--- src/design/tcu_memmap_pkg.sv ---
package tcu_memmap_pkg;

    // --------------------------------------
    // Widths

    localparam int CORE_DATA_W = 32;
    localparam int CORE_BSEL_W = CORE_DATA_W / 8;
    localparam int CORE_ADDR_W = 32;

    localparam int LINE_DATA_W = 128;
    localparam int LINE_BSEL_W = LINE_DATA_W / 8;
    localparam int LINE_ADDR_W = 14;                // 16-byte lines, 256 KiB per memory

    localparam int REG_DATA_W = 64;
    localparam int REG_BSEL_W = REG_DATA_W / 8;
    localparam int REG_ADDR_W = 16;

    // --------------------------------------
    // Address map

    localparam logic [3:0] REG_WINDOW_NIBBLE = 4'hF;   // Core addr[31:28] of the register window

    localparam logic [CORE_ADDR_W-1:0] DMEM_START_ADDR = 32'h0004_0000;
    localparam logic [CORE_ADDR_W-1:0] DMEM_SIZE       = 32'h0004_0000;
    localparam logic [CORE_ADDR_W-1:0] IMEM_START_ADDR = 32'h0000_0000;
    localparam logic [CORE_ADDR_W-1:0] IMEM_SIZE       = 32'h0004_0000;

    // --------------------------------------
    // Request and response bundles

    // Core side, byte address
    typedef struct packed {
        logic                   en;
        logic [CORE_BSEL_W-1:0] bsel;
        logic [CORE_ADDR_W-1:0] addr;
        logic [CORE_DATA_W-1:0] wdata;
    } core_req_t;

    // Memory side, line address
    typedef struct packed {
        logic                   en;
        logic [LINE_BSEL_W-1:0] bsel;
        logic [LINE_ADDR_W-1:0] addr;
        logic [LINE_DATA_W-1:0] wdata;
    } line_req_t;

    typedef struct packed {
        logic                  en;
        logic [REG_BSEL_W-1:0] bsel;
        logic [REG_ADDR_W-1:0] addr;    // Always 8-byte aligned
        logic [REG_DATA_W-1:0] wdata;
    } reg_req_t;

    // Unit memory port, byte address
    typedef struct packed {
        logic                   en;
        logic                   req;
        logic [LINE_BSEL_W-1:0] bsel;
        logic [CORE_ADDR_W-1:0] addr;
        logic [LINE_DATA_W-1:0] wdata;
        logic                   wabort;
    } tcu_req_t;

    typedef struct packed {
        logic                   en;
        logic                   req;
        logic [LINE_BSEL_W-1:0] bsel;
        logic [LINE_ADDR_W-1:0] addr;
        logic [LINE_DATA_W-1:0] wdata;
        logic                   wabort;
    } tcu_line_req_t;

    typedef struct packed {
        logic [LINE_DATA_W-1:0] rdata;
        logic                   rdata_avail;
        logic                   wdata_infifo;
        logic                   wstall;
        logic                   rstall;
    } tcu_resp_t;

    // Registered return path of the unit router
    typedef enum logic [1:0] {
        TGT_NONE = 2'd0,
        TGT_DMEM = 2'd1,
        TGT_IMEM = 2'd2
    } tcu_target_e;

endpackage

--- src/design/core_dmem_port.sv ---
`timescale 1ns/1ps

module core_dmem_port (
    input  logic                                   clk_i,
    input  logic                                   reset_n_i,

    // Core data port
    input  tcu_memmap_pkg::core_req_t              req_i,
    output logic                                   stall_o,
    output logic [tcu_memmap_pkg::CORE_DATA_W-1:0] rdata_o,

    // Data memory
    output tcu_memmap_pkg::line_req_t              dmem_req_o,
    input  logic [tcu_memmap_pkg::LINE_DATA_W-1:0] dmem_rdata_i,
    input  logic                                   dmem_stall_i,

    // Register file of the unit
    output tcu_memmap_pkg::reg_req_t               reg_req_o,
    input  logic [tcu_memmap_pkg::REG_DATA_W-1:0]  reg_rdata_i,
    input  logic                                   reg_stall_i
);

    import tcu_memmap_pkg::*;

    logic       in_win;         // Request hits the register window
    logic       half;           // Upper 32 bits of the register word
    logic       in_win_q;
    logic       half_q;
    core_req_t  steer_req;
    logic [CORE_DATA_W-1:0] line_word;

    assign in_win = (req_i.addr[CORE_ADDR_W-1 -: 4] == REG_WINDOW_NIBBLE);
    assign half   = req_i.addr[2];

    // --------------------------------------
    // Register window

    always_comb begin
        reg_req_o = '0;
        if (in_win) begin
            reg_req_o.en   = req_i.en;
            reg_req_o.addr = {req_i.addr[REG_ADDR_W-1:3], 3'b000};

            reg_req_o.bsel[int'(half)*CORE_BSEL_W +: CORE_BSEL_W]  = req_i.bsel;
            reg_req_o.wdata[int'(half)*CORE_DATA_W +: CORE_DATA_W] = req_i.wdata;
        end
    end

    // --------------------------------------
    // Data memory

    // Outside the window only, so the memory never sees register accesses
    assign steer_req = in_win ? '0 : req_i;

    word_lane_steer dmem_steer (
        .clk_i        (clk_i),
        .reset_n_i    (reset_n_i),
        .req_i        (steer_req),
        .line_req_o   (dmem_req_o),
        .line_rdata_i (dmem_rdata_i),
        .rdata_o      (line_word)
    );

    assign stall_o = (in_win & reg_stall_i) | (~in_win & dmem_stall_i);

    // --------------------------------------
    // Read return

    always_ff @(posedge clk_i or negedge reset_n_i) begin
        if (!reset_n_i) begin
            in_win_q <= 1'b0;
            half_q   <= 1'b0;
        end else begin
            in_win_q <= in_win;
            half_q   <= half;
        end
    end

    always_comb begin
        if (in_win_q) begin
            rdata_o = reg_rdata_i[int'(half_q)*CORE_DATA_W +: CORE_DATA_W];
        end else begin
            rdata_o = line_word;    // Lane already picked by the steer
        end
    end

endmodule

--- src/design/tcu_mem_router.sv ---
`timescale 1ns/1ps

module tcu_mem_router (
    input  logic                          clk_i,
    input  logic                          reset_n_i,

    // Unit memory port
    input  tcu_memmap_pkg::tcu_req_t      req_i,
    output tcu_memmap_pkg::tcu_resp_t     resp_o,

    // Memories
    output tcu_memmap_pkg::tcu_line_req_t dmem_req_o,
    output tcu_memmap_pkg::tcu_line_req_t imem_req_o,
    input  tcu_memmap_pkg::tcu_resp_t     dmem_resp_i,
    input  tcu_memmap_pkg::tcu_resp_t     imem_resp_i
);

    import tcu_memmap_pkg::*;

    logic          sel_dmem;
    logic          sel_imem;
    tcu_target_e   tgt;
    tcu_target_e   tgt_q;
    tcu_line_req_t line_req;

    // --------------------------------------
    // Address decode

    // Offset compare, wraps below the start address
    assign sel_dmem = ((req_i.addr - DMEM_START_ADDR) < DMEM_SIZE);
    assign sel_imem = ((req_i.addr - IMEM_START_ADDR) < IMEM_SIZE);

    always_comb begin
        if (sel_dmem) begin
            tgt = TGT_DMEM;     // Data memory wins an overlap
        end else if (sel_imem) begin
            tgt = TGT_IMEM;
        end else begin
            tgt = TGT_NONE;
        end
    end

    // --------------------------------------
    // Request forwarding

    always_comb begin
        line_req.en     = req_i.en;
        line_req.req    = req_i.req;
        line_req.bsel   = req_i.bsel;
        line_req.addr   = req_i.addr[$clog2(LINE_BSEL_W) +: LINE_ADDR_W];
        line_req.wdata  = req_i.wdata;
        line_req.wabort = req_i.wabort;
    end

    always_comb begin
        dmem_req_o = '0;
        imem_req_o = '0;
        if (tgt == TGT_DMEM) begin
            dmem_req_o = line_req;
        end else if (tgt == TGT_IMEM) begin
            imem_req_o = line_req;
        end
    end

    // --------------------------------------
    // Return path

    always_ff @(posedge clk_i or negedge reset_n_i) begin
        if (!reset_n_i) begin
            tgt_q <= TGT_NONE;
        end else begin
            tgt_q <= tgt;
        end
    end

    always_comb begin
        resp_o = '0;
        case (tgt_q)
            TGT_DMEM: begin
                resp_o.rdata        = dmem_resp_i.rdata;
                resp_o.rdata_avail  = dmem_resp_i.rdata_avail;
                resp_o.wdata_infifo = dmem_resp_i.wdata_infifo;
            end
            TGT_IMEM: begin
                resp_o.rdata        = imem_resp_i.rdata;
                resp_o.rdata_avail  = imem_resp_i.rdata_avail;
                resp_o.wdata_infifo = imem_resp_i.wdata_infifo;
            end
            default: ;
        endcase

        // Stalls follow the current request, not the registered one
        resp_o.wstall = ((tgt == TGT_DMEM) & dmem_resp_i.wstall) |
                        ((tgt == TGT_IMEM) & imem_resp_i.wstall);
        resp_o.rstall = ((tgt == TGT_DMEM) & dmem_resp_i.rstall) |
                        ((tgt == TGT_IMEM) & imem_resp_i.rstall);
    end

endmodule

--- src/design/tcu_memmap.sv ---
`timescale 1ns/1ps

module tcu_memmap (
    input  logic                                   clk_i,
    input  logic                                   reset_n_i,

    // --------------------------------------
    // Core data port
    input  tcu_memmap_pkg::core_req_t              core_dmem_req_i,
    output logic [tcu_memmap_pkg::CORE_DATA_W-1:0] core_dmem_rdata_o,
    output logic                                   core_dmem_stall_o,

    // --------------------------------------
    // Core instruction port
    input  tcu_memmap_pkg::core_req_t              core_imem_req_i,
    output logic [tcu_memmap_pkg::CORE_DATA_W-1:0] core_imem_rdata_o,
    output logic                                   core_imem_stall_o,

    // --------------------------------------
    // Data memory, core side
    output tcu_memmap_pkg::line_req_t              dmem_req_o,
    input  logic [tcu_memmap_pkg::LINE_DATA_W-1:0] dmem_rdata_i,
    input  logic                                   dmem_stall_i,

    // Instruction memory, core side
    output tcu_memmap_pkg::line_req_t              imem_req_o,
    input  logic [tcu_memmap_pkg::LINE_DATA_W-1:0] imem_rdata_i,
    input  logic                                   imem_stall_i,

    // Register file
    output tcu_memmap_pkg::reg_req_t               reg_req_o,
    input  logic [tcu_memmap_pkg::REG_DATA_W-1:0]  reg_rdata_i,
    input  logic                                   reg_stall_i,

    // --------------------------------------
    // Unit memory port
    input  tcu_memmap_pkg::tcu_req_t               tcu_req_i,
    output tcu_memmap_pkg::tcu_resp_t              tcu_resp_o,

    // Memories, unit side
    output tcu_memmap_pkg::tcu_line_req_t          tcu_dmem_req_o,
    input  tcu_memmap_pkg::tcu_resp_t              tcu_dmem_resp_i,
    output tcu_memmap_pkg::tcu_line_req_t          tcu_imem_req_o,
    input  tcu_memmap_pkg::tcu_resp_t              tcu_imem_resp_i
);

    // Data path with the register window
    core_dmem_port dmem_port (
        .clk_i        (clk_i),
        .reset_n_i    (reset_n_i),
        .req_i        (core_dmem_req_i),
        .stall_o      (core_dmem_stall_o),
        .rdata_o      (core_dmem_rdata_o),
        .dmem_req_o   (dmem_req_o),
        .dmem_rdata_i (dmem_rdata_i),
        .dmem_stall_i (dmem_stall_i),
        .reg_req_o    (reg_req_o),
        .reg_rdata_i  (reg_rdata_i),
        .reg_stall_i  (reg_stall_i)
    );

    // Instruction path has no register mapping
    word_lane_steer imem_steer (
        .clk_i        (clk_i),
        .reset_n_i    (reset_n_i),
        .req_i        (core_imem_req_i),
        .line_req_o   (imem_req_o),
        .line_rdata_i (imem_rdata_i),
        .rdata_o      (core_imem_rdata_o)
    );

    assign core_imem_stall_o = imem_stall_i;   // Single destination

    tcu_mem_router mem_router (
        .clk_i       (clk_i),
        .reset_n_i   (reset_n_i),
        .req_i       (tcu_req_i),
        .resp_o      (tcu_resp_o),
        .dmem_req_o  (tcu_dmem_req_o),
        .imem_req_o  (tcu_imem_req_o),
        .dmem_resp_i (tcu_dmem_resp_i),
        .imem_resp_i (tcu_imem_resp_i)
    );

endmodule

--- src/design/word_lane_steer.sv ---
`timescale 1ns/1ps

module word_lane_steer #(
    parameter int LINE_BYTES = tcu_memmap_pkg::LINE_BSEL_W
)(
    input  logic                                  clk_i,
    input  logic                                  reset_n_i,

    input  tcu_memmap_pkg::core_req_t             req_i,
    output tcu_memmap_pkg::line_req_t             line_req_o,
    input  logic [tcu_memmap_pkg::LINE_DATA_W-1:0] line_rdata_i,
    output logic [tcu_memmap_pkg::CORE_DATA_W-1:0] rdata_o
);

    import tcu_memmap_pkg::*;

    // Byte offset bits inside a line, and word lane bits above the word offset
    localparam int OFFS_W = $clog2(LINE_BYTES);
    localparam int LANE_W = OFFS_W - 2;

    logic [LANE_W-1:0] lane;
    logic [LANE_W-1:0] lane_q;

    assign lane = req_i.addr[OFFS_W-1:2];

    // --------------------------------------
    // Write side

    always_comb begin
        line_req_o      = '0;   // Unused lanes stay zero
        line_req_o.en   = req_i.en;
        line_req_o.addr = req_i.addr[OFFS_W +: LINE_ADDR_W];   // Byte to line address

        line_req_o.bsel[int'(lane)*CORE_BSEL_W +: CORE_BSEL_W]  = req_i.bsel;
        line_req_o.wdata[int'(lane)*CORE_DATA_W +: CORE_DATA_W] = req_i.wdata;
    end

    // --------------------------------------
    // Read side

    // Memory answers one cycle after the request, so the lane is kept
    // for exactly one cycle
    always_ff @(posedge clk_i or negedge reset_n_i) begin
        if (!reset_n_i) begin
            lane_q <= '0;
        end else begin
            lane_q <= lane;
        end
    end

    assign rdata_o = line_rdata_i[int'(lane_q)*CORE_DATA_W +: CORE_DATA_W];

endmodule

--- config.mk ---
export PLATFORM = sky130hd
export DESIGN_NAME = tcu_memmap
export DESIGN_NICKNAME = d
export VERILOG_FILES = /design/src/design/tcu_memmap_pkg.sv /design/src/design/core_dmem_port.sv /design/src/design/tcu_mem_router.sv /design/src/design/tcu_memmap.sv /design/src/design/word_lane_steer.sv
export SDC_FILE = /design/constraint.sdc
export NUM_CORES = 1
export LEC_CHECK = 0
export ABC_CLOCK_PERIOD_IN_PS = 4400
export BUFFER_PORTS_ARGS = -buffer_cell sky130_fd_sc_hd__buf_2
export CORE_AREA = 5 5 709 711
export DETAILED_ROUTE_END_ITERATION = 10
export DIE_AREA = 0 0 714 716
export SLEW_MARGIN = 20
export SYNTH_ARGS = -nofsm -noshare
export SYNTH_HDL_FRONTEND = slang
export SYNTH_HIERARCHICAL = 1
export SYNTH_SLANG_ARGS = --single-unit
--- constraint.sdc ---
create_clock -name clk_i -period 4.4 [get_ports clk_i]
set_input_delay 0.44 -clock clk_i [delete_from_list [all_inputs] [get_ports clk_i]]
set_output_delay 0.44 -clock clk_i [all_outputs]
set_load 0.05 [all_outputs]
# Word-level counts from Yosys, hierarchy flattened
# Cells that the tools add are included.
[op_classes]
n_lt_le_gt_ge = 2
shifts = 15
muxes = 9
n_eq_ne = 5
bitwise_logic = 16
n_addsub = 7
[ops]
columns = ["cell", "count"]
rows = [
  ["$mux 161", 3],
  ["$pmux 130 s2", 1],
  ["$and 128x128->128", 2],
  ["$shift 32x33->128 const A", 2],
  ["$shiftx 128x8->32", 2],
  ["$shiftx 32x33->128", 2],
  ["$mux 89", 1],
  ["$mux 69", 1],
  ["$neg 4->33", 2],
  ["$neg 7->33", 2],
  ["$shift 4x33->16 const A", 2],
  ["$shiftx 4x33->16", 2],
  ["$and 64x64->64", 1],
  ["$lt 32x19->1 const B", 2],
  ["$shift 32x33->64 const A", 1],
  ["$shiftx 32x33->64", 1],
  ["$shiftx 64x7->32", 1],
  ["$neg 3->33", 1],
  ["$neg 6->33", 1],
  ["$shift 4x33->8 const A", 1],
  ["$shiftx 4x33->8", 1],
  ["$and 16x16->16", 2],
  ["$mux 32", 1],
  ["$sub 32x19->32 const B", 1],
  ["8 further kinds", 18],
]
[word_totals]
out_inout_bits = 927
ff_bits = 8

# Depth between registers and ports, before layout
# Gate-level depths: netlist (run 1).
[logic_depth]
word_depth = 6
mapped_depth = 10
ltp_nobuf = 6

# Modules after synthesis
# The synthesis (run 1) kept the hierarchy.
[by_module_without_submodules]
columns = ["mod", "instances", "area_each_um2", "cells_per_inst"]
rows = [
  ["tcu_mem_router", 1, 4426.7, 714],
  ["word_lane_steer", 2, 2077.0, 227],
  ["core_dmem_port", 1, 2107.0, 298],
  ["tcu_memmap", 1, 7.5, 1],
]

# Worst setup path before layout (run 1)
# Ideal clock, no wire load.
[synth_timing]
path_type = "input-to-output"
startpoint = "in core_dmem_req_i[34] (netlist bit)"
endpoint = "out dmem_req_o[126] (netlist bit)"
n_path_buf = 2
setup_slack_ns = 1.028
cell_stages = 7
arrival_ns = 2.932
cell_sequence = "buf_2 > clkbuf_1 > and2_1 > inv_1 > ha_1 > nand3b_1 > nor3b_1"
[synth_rtl]
columns = ["item", "line_no", "text"]
rows = [
  ["start, declared", "tcu_memmap.sv:9", "input tcu_memmap_pkg::core_req_t core_dmem_req_i,"],
  ["end, declared", "tcu_memmap.sv:21", "output tcu_memmap_pkg::line_req_t dmem_req_o,"],
]

==> run summary, run 1 <==
The die covers 0.511 mm2. The ratio of total power to cell area came out at 89.1 mW/mm2. The tightest hold margin came out at 121 ps. Of the cells placed in the final design, the portion with a size suffix greater than 1 is 0.649.

The number of DRC violations after detailed-routing iteration 0 came out at ~1700. The number of iterations in the first detailed-routing pass came out at 5. In this run the number of H-tree levels came out at 1. The average cell area after synthesis came out at 7.31 um2.

Clock tree synthesis inserted a total of 3 buffers. The clock edge transition at the registers on the reported setup and hold paths came out at 130 ps. The sequential standard cell area came out at 210 um2. The number of global-route vias before repair was 18400. The total of buffers placed on input and output ports came out at 1765. For the pin with the worst max-slew slack, the measured transition is between 1000 and 1500 ps.

After routing the design area is 0.0280 mm2. The tree is rooted in a clkbuf_16. The final total negative setup slack is 0 ps. The number of hold buffers added after CTS was 0. Setup repair after global routing left no endpoint under its margin. In the finished design, the share of the clock period the worst path needs comes to 0.862.

The Yosys step of the flow raised 6 warnings. The initial core utilization came out at 0.0213. The setup slack after layout is 608 ps.

The chip width came out at 714 um. The remaining max-slew budget at the tightest pin is 0.170. The critical path start-end classification is primary input to output port. The worst slack after detailed placement is approximately 500 ps.

The die is between 700 and 800 um tall. Entering global routing, the biggest net connects 135 pins. The max-capacitance violation count is 0. The number of remaining DRC errors is 0. The aggregate global-route resource usage is 0.119. The maximum clock rate came out at 264 MHz. The quantity of gates resized following cts is 0. The wire length of the first global-routing pass came out at 358 mm. The fill cell instance count of the final layout came out at 59000. The area taken by multi-input logic gates came out at a little over 0.009 mm2. The signal arrival time at the worst endpoint came out at ~3400 ps. The final net count is around 4000. The floorplan step defined a core boundary enclosing 0.496 mm2. Subtracting the final worst setup slack from the clock period gives 3790 ps. Once detail routing completed, the nets flagged for antenna violations numbered 0. The number of rows created at floorplan is 259. The total overflow reported by the global router came out at 0. The maximum number of buffers from clock root to sink came out at 2. The cell area after placement is 0.0274 mm2. In this run the count of I/O pins placed on the die edge is 1833. The worst setup path is captured at an output port.

The CTS tree is yes. The post-synthesis cell count is 1447. The class of the most critical hold timing path is primary input to async pin. Of all nets on the critical path, the largest fanout is 36. The global placer's final weighted congestion is 0.919. STA classifies the critical path startpoint as a primary input. The number of endpoints failing setup at the final stage is 0.

The number of antenna violations at the first check in global routing is between 300 and 400. In this run the static leakage power is 12.3 nW. The number of failing hold endpoints at the final stage came to 0.

Dividing the detail-routed wire length by the instance count gives 32.9 um. The total number of vias is 21100. The count of pins over their slew limit was 0. The count of buffers added by post-CTS timing repair for setup is 0. STA puts the critical path data required time at slightly below 4000 ps.

Once layout is complete, the utilization of the core stands at 0.0564. The total number of clock tree sinks came out at 8. The peak supply drop came out at 0.171 mV. The via density per instance came out at ~2.2. The run finished with clean final reports. The summed instance area of the synthesized netlist is 0.0106 mm2. The total half-perimeter wirelength after legalization and detailed placement came out at slightly above 300 mm. From synthesis to final layout, the design area changed by 165%. The final wirelength is 323 mm.
worst max-delay path: stages:
cell	delay, ps
buf_2	110
nand4_4	410
and2_1	450
inv_1	130
ha_1	300
and4bb_2	880
and2_1	250
buf_2	270
cell usage in the layout (no fill, tap or decap), drive strengths merged, types with 3 or more instances in the layout:
cell type / n
conb: 3
and2: 350
clkbuf: 4
nor2: 170
a22oi: 130
and4bb: 6
ha: 12
dfrtp: 8
mux4: 64
diode: 199
buf: 1838
a21oi: 32
and3: 197
inv: 6
nor3b: 199
mux2i: 34
layout make-up:
| type | instances | share of cell area |
|---|---|---|
| timing repair buffer | 1838 | 0.350 |
| antenna | 199 | 0.0178 |
| inverter | 7 | 0.000984 |
| tap | 6525 | 0.292 |
| clock buffer | 4 | 0.00282 |
| multi-input combinational | 1212 | 0.329 |
| sequential | 8 | 0.00751 |
sequential cells by signal, indices dropped and copies added (netlist names):
signal	count
dmem_port/half_q	1
dmem_port/dmem_steer/lane_q	2
mem_router/tgt_q	2
imem_steer/lane_q	2
dmem_port/in_win_q	1
path summary, 6_finish.rpt:
check | from | end | slack, ps | cells past startpoint
max in group asynchronous | reset_n_i | dmem_port/dmem_steer/lane_q[0] | 3690 | 1
min | reset_n_i | imem_steer/lane_q[0] | 120 | 1
max | core_dmem_req_i[60] | dmem_req_o[15] | 610 | 8
min in group clk_i | core_imem_req_i[35] | imem_steer/lane_q[1] | 280 | 1
per-stage QoR:
step | power [W] | instances
finish | 0.00249 | 9793
global route | 0.00264 | 9676
CTS | 0.00259 | 9594
detailed placement | 0.00226 | 9590
global placement | 0.00225 | 9590
floorplan | 0.000976 | 1449
layer usage:
layer | vias up | global-route usage | share of wire
met5 | - | 0 | 0.0023
met4 | 102 | 0.0221 | 0.025
met3 | 550 | 0.0443 | 0.099
met2 | 1888 | 0.214 | 0.50
met1 | 10000 | 0.135 | 0.37
li1 | 8583 | - | -
where the power goes:
part           switching (W)  internal [W]  total [W]
Sequential         0.0000394     0.0000762   0.000116
Clock               0.000153      0.000127   0.000279
Combinational        0.00148      0.000616    0.00210
Power figures use the tool's default switching activity.
==> inputs of run 2 (changes only) <==
--- a/config.mk
+++ b/config.mk
@@ -10,6 +10,7 @@
 export CORE_AREA = 5 5 709 711
 export DETAILED_ROUTE_END_ITERATION = 10
 export DIE_AREA = 0 0 714 716
+export PLACE_DENSITY_LB_ADDON = 0.1
 export SLEW_MARGIN = 20
 export SYNTH_ARGS = -nofsm -noshare
 export SYNTH_HDL_FRONTEND = slang
==> run 2 against run 1 <==
  * Routed wire length down 20%
  * Flip-flop and latch count unchanged
  * Clock power down 15%
  * Via count down 8.4%
  * Global-route usage down 2.4 points
  * Maximum frequency up 7.1%
  * Sequential power down 4%
  * Non-clock buffer count down 9
  * Setup slack better by 250 ps
  * Power down 14%
  * Final cell count down 1.1%
  * Critical path depth up 1
  * Critical path type unchanged
  * Critical endpoint is now dmem_req_o[143]
  * Largest cell class unchanged
==> run summary, run 2 (synthesis results as in run 1) <==
The wire length of the first global-routing pass came out at 301 mm (-16%). The via density per instance was 2.00 (-7.5%). The leakage power is 12.2 nW (-0.29%). The number of buffers added to fix hold violations after cts came out at 0 (unchanged). The data required time of the worst path came out at 3960 ps (about the same). The cell internal power dissipation was 0.000774 W (-5.5%). The count of buffers added by post-CTS timing repair for setup came to 0 (unchanged). Walking the worst path, the cells encountered are buf_2, nand4_4, and2_1, inv_1, ha_1, and4bb_2, buf_4, and2_1, buf_2.

The maximum number of buffers from clock root to sink came out at 2 (unchanged). The aggregate global-route resource usage is 0.0952 (-0.0239). In the final layout, the registers with the most flip-flops are dmem_port/dmem_steer/lane_q x2, imem_steer/lane_q x2, mem_router/tgt_q x2. The worst setup path is launched from a primary input. The top-level port count was 1833 (unchanged). The chip width is 714 um (unchanged). The transition time at the pin with the least slew margin is 1090 ps (-134 ps).

The final net count is 3979 (-0.23%). The share of the cycle needed by the critical path after routing was 0.805 (-0.0569). The portion of total power attributed to the clock network came out at 0.112 (about the same). STA classifies the critical path endpoint as an output port.

The total half-perimeter wirelength after legalization and detailed placement came out at 239 mm (-22%). The combinational fraction of design power came out at 0.836 (-0.006). The core area is 0.496 mm2 (unchanged).

The global placer's final weighted congestion is 0.916 (-0.29%). Setup repair after global routing left no endpoint under its margin. The worst stage delay on the critical path came out at 440 ps (-440 ps).

The overall die height is 716 um (unchanged). Leaving out fill and tap cells, the most frequent cell in the layout is buf_2. The final wirelength came out at 259 mm (-20%). The maximum clock rate is 282 MHz (+7.1%).

The number of remaining DRC errors came to 0 (unchanged). The number of antenna violations at the first check in global routing is 185 (-47%). The cell sitting at the root of the clock tree is a clkbuf_16. The quantity of gates resized following cts was 0 (unchanged). The largest net degree at the start of global routing is 96 (-29%). The full die area is 0.511 mm2 (unchanged). The total number of vias is 19300 (-8.4%). The number of failing hold endpoints at the final stage is 0 (unchanged).

The minimum clock period is 3540 ps (-250 ps). The number of DRC violations after detailed-routing iteration 0 is 976 (-42%). The H-tree depth came out at 1 (unchanged). The biggest fanout along the worst timing path came out at 36 (unchanged). The critical path is of the primary input to output port type. The signal arrival time at the worst endpoint is 3100 ps (-250 ps). The top cell types in the final layout, fill and taps aside, are 1763 x buf_2, 350 x and2_1, 195 x and3_1.

The min-delay analysis places its worst path in the category primary input to async pin. The area growth from synthesis to layout came out at 157%. The count of pins over their slew limit was 0 (unchanged).

In this run the worst setup path begins at core_dmem_req_i[62]. The ratio of total power to cell area was 78.4 mW/mm2 (-12%). The number of buffers created by CTS came to 3 (unchanged). The number of rows created at floorplan is 259 (unchanged). The switching power summed over all nets is 0.00136 W (-19%). The detailed-route wire length per cell was 26.7 um (-19%). The total of buffers placed on input and output ports was 1765 (unchanged). The max-capacitance violation count is 0 (unchanged).

TritonCTS built the clock tree. The clock edge transition at the registers on the reported setup and hold paths is 70 ps (-60 ps). The remaining max-slew budget at the tightest pin is 0.275 (+0.105). The most critical setup path has its endpoint at dmem_req_o[143].

The initial core utilization came out at 0.0213 (unchanged). The total number of clock tree sinks is 8 (unchanged). The number of iterations in the first detailed-routing pass came out at 5 (unchanged). The number of endpoints failing setup at the final stage came out at 0 (unchanged). The number of global-route vias before repair is 19700 (+6.9%). The fraction of layout instances using a drive strength above 1 came out at 0.637 (-0.0118). The proportion of power drawn by flip-flops and latches was 0.052 (+0.006). The total overflow reported by the global router came to 0 (unchanged). The tightest hold margin is 186 ps (+64.5 ps). The peak supply drop is 0.117 mV (-31%). The share of total power consumed by net switching came to 0.637 (-0.0342). The post-detailed-route count of antenna-violating nets was 0 (unchanged). The flow ran to the end, and the final reports show no timing, DRC or antenna violations. The final total negative setup slack is 0 ps (unchanged). For this design, the slowest cell found on the critical path is and2_1.
run 2: cell types whose count changed in the layout (fill, tap and decap cells not counted), moves of 18 or more:
cell,previous run,this run
diode_2,199,104
mux2i_1,2,34
mux2i_2,31,0
buf_2,1734,1763
buf_12,27,7
buf_4,76,58
run 2: how the worst min path moves through the flow:
stage	depth (start not counted)	startpoint	slack (ps)	end
global placement	1	reset_n_i	620	dmem_port/in_win_q
global route	1	reset_n_i	250	dmem_port/in_win_q
finish	1	reset_n_i	190	dmem_port/in_win_q
CTS	1	reset_n_i	260	dmem_port/in_win_q
detailed placement	1	reset_n_i	620	dmem_port/in_win_q
floorplan	0	reset_n_i	140	dmem_port/dmem_steer/lane_q[0]
run 2: power groups by stage:
stage	Sequential (W)	Combinational (W)	Clock, W
after floorplan	0.0000791	0.000897	0
after global placement	0.000116	0.00186	0
final	0.000111	0.00178	0.000238
after detailed placement	0.000116	0.00185	0
after global routing	0.000116	0.00189	0.000269
after CTS	0.000114	0.00186	0.000282
run 2: layer usage:
layer  share of wire  wire length (um)  vias up  GRT usage
li1                -                 -     8446          -
met1            0.34             88000     9390     0.0947
met2            0.52            134000     1135      0.178
met3            0.12             30900      273     0.0500
met4           0.019              4890      102     0.0127
met5          0.0026               665        -          0
run 2: final cells by class:
cell class / count / area [um2]
sequential: 8 / 208
inverter: 7 / 27.5
timing repair buffer: 1829 / 9410
antenna: 104 / 260
tap: 6525 / 8160
clock buffer: 4 / 78.8
fill: 59200 / 469000
multi-input combinational: 1212 / 9070
run 2: per-stage QoR:
stage,std cells,setup WS (ps),utilization,cell area [um2],total power [W]
2_1_floorplan,1449,1030,-,10600,0.000976
3_3_place_gp,9580,884,0.0542,26900,0.00197
3_5_place_dp,9581,829,0.0542,26900,0.00197
4_1_cts,9585,831,0.0544,27000,0.00225
5_1_grt,9603,670,0.0545,27000,0.00228
6_report,9689,859,0.0549,27200,0.00213
run 2: critical path: cells and delay by family:
family | cells | cell delay [ps]
simple gates | 4 | 1330
buf+inv | 4 | 950
fa+ha+maj | 1 | 310
==> inputs of run 3 (changes only) <==
--- a/config.mk
+++ b/config.mk
@@ -5,11 +5,12 @@
 export SDC_FILE = /design/constraint.sdc
 export NUM_CORES = 1
 export LEC_CHECK = 0
-export ABC_CLOCK_PERIOD_IN_PS = 4400
+export ABC_AREA = 1
+export ABC_CLOCK_PERIOD_IN_PS = 3300
 export BUFFER_PORTS_ARGS = -buffer_cell sky130_fd_sc_hd__buf_2
-export CORE_AREA = 5 5 709 711
+export CORE_AREA = 5 5 711 713
 export DETAILED_ROUTE_END_ITERATION = 10
-export DIE_AREA = 0 0 714 716
+export DIE_AREA = 0 0 716 718
 export PLACE_DENSITY_LB_ADDON = 0.1
 export SLEW_MARGIN = 20
 export SYNTH_ARGS = -nofsm -noshare
==> constraint.sdc (replaced) <==
create_clock -name clk_i -period 3.3 [get_ports clk_i]
set_input_delay 0.33 -clock clk_i [delete_from_list [all_inputs] [get_ports clk_i]]
set_output_delay 0.33 -clock clk_i [all_outputs]
set_load 0.05 [all_outputs]
==> run 3 against run 2 <==
  * Final area increased by 19%
  * Count of clock-buffer cells in the layout unchanged
  * Combinational power increased by 73%
  * Critical path depth increased by 1
  * Sequential power about the same
  * First-iteration DRC count increased by 92%
  * Synthesized area increased by 24%
  * Clock power increased by 22%
  * Global-route usage increased by 1.6 points
  * Power increased by 63%
  * Non-clock buffer count increased by 106
  * Final cell count increased by 17%
  * Critical path type unchanged
  * Highest routed layer unchanged
==> run summary, run 3 <==
In this run the worst setup path begins at tcu_req_i[159]. The transition time at the pin with the least slew margin is 819 ps (-268 ps). The number of antenna violations at the first check in global routing is 190 (+2.7%). The worst hold path belongs to the class primary input to async pin.

The largest registers in the layout are dmem_port/dmem_steer/lane_q x2, imem_steer/lane_q x2, mem_router/tgt_q x2. The critical path in this run is classified as primary input to output port. The final net count is 5456 (+37%). The peak supply drop is 0.145 mV (+24%).

The number of buffers added to fix hold violations after cts came out at 0 (unchanged). The flow ran to the end, and the final reports show no timing, DRC or antenna violations. The number of remaining DRC errors came out at 0 (unchanged). The final total negative setup slack came to 0 ps (unchanged). The number of buffers created by CTS is 3 (unchanged). The minimum clock period is 3110 ps. The number of rows created at floorplan is 260 (+0.39%). The quantity of gates resized following cts came to 0 (unchanged). The number of iterations in the first detailed-routing pass is 8 (+3). The count of buffering cells on the critical path with inverters included came out at 6 (+2). The wire length of the first global-routing pass came out at 361 mm (+20%). The core area is 0.499 mm2 (+0.65%). The share of the cycle needed by the critical path after routing is 0.942. The average cell area after synthesis came to 4.62 um2 (-37%). The full die area is 0.514 mm2 (+0.56%). The total overflow reported by the global router came out at 0 (unchanged). The count of buffers added by post-CTS timing repair for setup came out at 0 (unchanged). In this run the worst setup path terminates at tcu_dmem_req_o[6].

The data required time of the worst path came to 2970 ps (-990 ps). The number of failing hold endpoints at the final stage is 0 (unchanged). The area growth from synthesis to layout is 147%. The initial core utilization came out at 0.0263 (+0.00496). The number of endpoints failing setup at the final stage came out at 0 (unchanged). The signal arrival time at the worst endpoint is 2780 ps (-320 ps). The clock edge transition at the registers on the reported setup and hold paths came out at 60 ps (about the same). The detailed-route wire length per cell is 26.6 um (-0.46%). The summed instance area of the synthesized netlist is 0.0131 mm2 (+24%).

The maximum number of buffers from clock root to sink came out at 2 (unchanged). The total of buffers placed on input and output ports is 1765 (unchanged). Walking the worst path, the cells encountered are buf_2, nor2_2, buf_4, nand4_1, nor2_2, inv_8, buf_12, nor3_1, buf_4, buf_12. TritonCTS built the clock tree.

The biggest fanout along the worst timing path came out at 39 (+8.3%). The number of global-route vias before repair came out at 26700 (+36%). The post-synthesis cell count was 2843 (+96%). The slowest stage of the critical path belongs to the cell nor3_1. The total of warnings raised by yosys is 6 (unchanged). On the critical path the largest part of the delay comes from buffers and inverters. The global placer's final weighted congestion is 0.969 (+5.8%).

The worst stage delay on the critical path is 520 ps (+80 ps). The number of cells in the design after placement was 11200 (+17%). The logic depth of the worst path, buffers included was 10 (+1). The chip width came out at 716 um (+0.28%). The number of standard cells in the layout, taps in and fillers out came out at 11300 (+17%). In the layout the commonest cells are 1657 x buf_2, 866 x nand2_1, 615 x inv_1.

The critical path launch point type is a primary input. The total number of vias came out at 26300 (+36%). The via density per instance came out at 2.33 (+16%). The total half-perimeter wirelength after legalization and detailed placement is 279 mm (+16%). The number of DRC violations after detailed-routing iteration 0 is 1875 (+92%). The post-detailed-route count of antenna-violating nets came out at 0 (unchanged). The top-level port count came out at 1833 (unchanged). The max-capacitance violation count was 0 (unchanged). The overall power consumption is 0.00348 W (+63%).

The final wirelength was 301 mm (+16%). Setup repair after global routing left no endpoint under its margin. The count of pins over their slew limit is 0 (unchanged). For this run, the top clock speed supported by timing is 322 MHz. The remaining max-slew budget at the tightest pin was 0.454 (+0.179). The ratio of total power to cell area is 107 mW/mm2 (+37%). The largest net degree at the start of global routing is 65 (-32%).

The fraction of layout instances using a drive strength above 1 came to 0.473 (-0.164). The fill cell instance count of the final layout is 60300 (+1.7%). The H-tree depth came out at 1 (unchanged). The aggregate global-route resource usage came out at 0.111 (+0.0159). The clock root buffer is clkbuf_16. The overall die height was 718 um (+0.28%).

The total number of clock tree sinks came out at 8 (unchanged). The type of element capturing the critical path is an output port. The leakage power was 15.9 nW (+30%).

The library cell used most frequently in the layout, excluding fill and tap cells, is buf_2.
-- run 3: per-stage QoR --
| stage | setup WS, ps | utilization | area (um2) | hold slack (ps) |
|---|---|---|---|---|
| after floorplan | 9.44 | - | 13100 | 34.4 |
| after global placement | 119 | 0.0643 | 32100 | 345 |
| after detailed placement | 151 | 0.0643 | 32100 | 342 |
| after CTS | 24.9 | 0.0644 | 32100 | 19.8 |
| after global routing | 24.9 | 0.0645 | 32200 | 24.5 |
| final | 190 | 0.0649 | 32400 | 16.3 |
-- run 3: how the worst min path moves through the flow --
| stage | to | slack [ps] | cells after the start |
|---|---|---|---|
| final | mem_router/tgt_q[1] | 20 | 1 |
| after detailed placement | mem_router/tgt_q[1] | 340 | 1 |
| after global routing | mem_router/tgt_q[1] | 20 | 1 |
| after global placement | mem_router/tgt_q[1] | 340 | 1 |
| after floorplan | dmem_port/dmem_steer/lane_q[0] | 30 | 0 |
| after CTS | mem_router/tgt_q[1] | 20 | 1 |
-- run 3: area by class of cell --
cell class	instances	area [um2]	area share
diodes	93	233	0.00719
well taps	6681	8360	0.258
clock buffers	4	78.8	0.00243
inverters	631	2390	0.0738
repair buffers	1935	12000	0.371
flip-flops and latches	8	213	0.00657
multi-input cells	1959	9100	0.281
-- run 3: power breakdown --
part | total [W] | switching, W | internal (W)
clock | 0.000291 | 0.000125 | 0.000166
combinational | 0.00308 | 0.00224 | 0.000839
sequential | 0.000112 | 0.00000950 | 0.000103
total | 0.00348 | 0.00237 | 0.00111
-- run 3: per-layer routing --
layer,GRT usage,up-vias,routed length (um)
met5,0,-,563
met4,0.00661,84,3020
met3,0.0368,271,24700
met2,0.194,1499,144000
met1,0.138,12700,128000
li1,-,11800,-
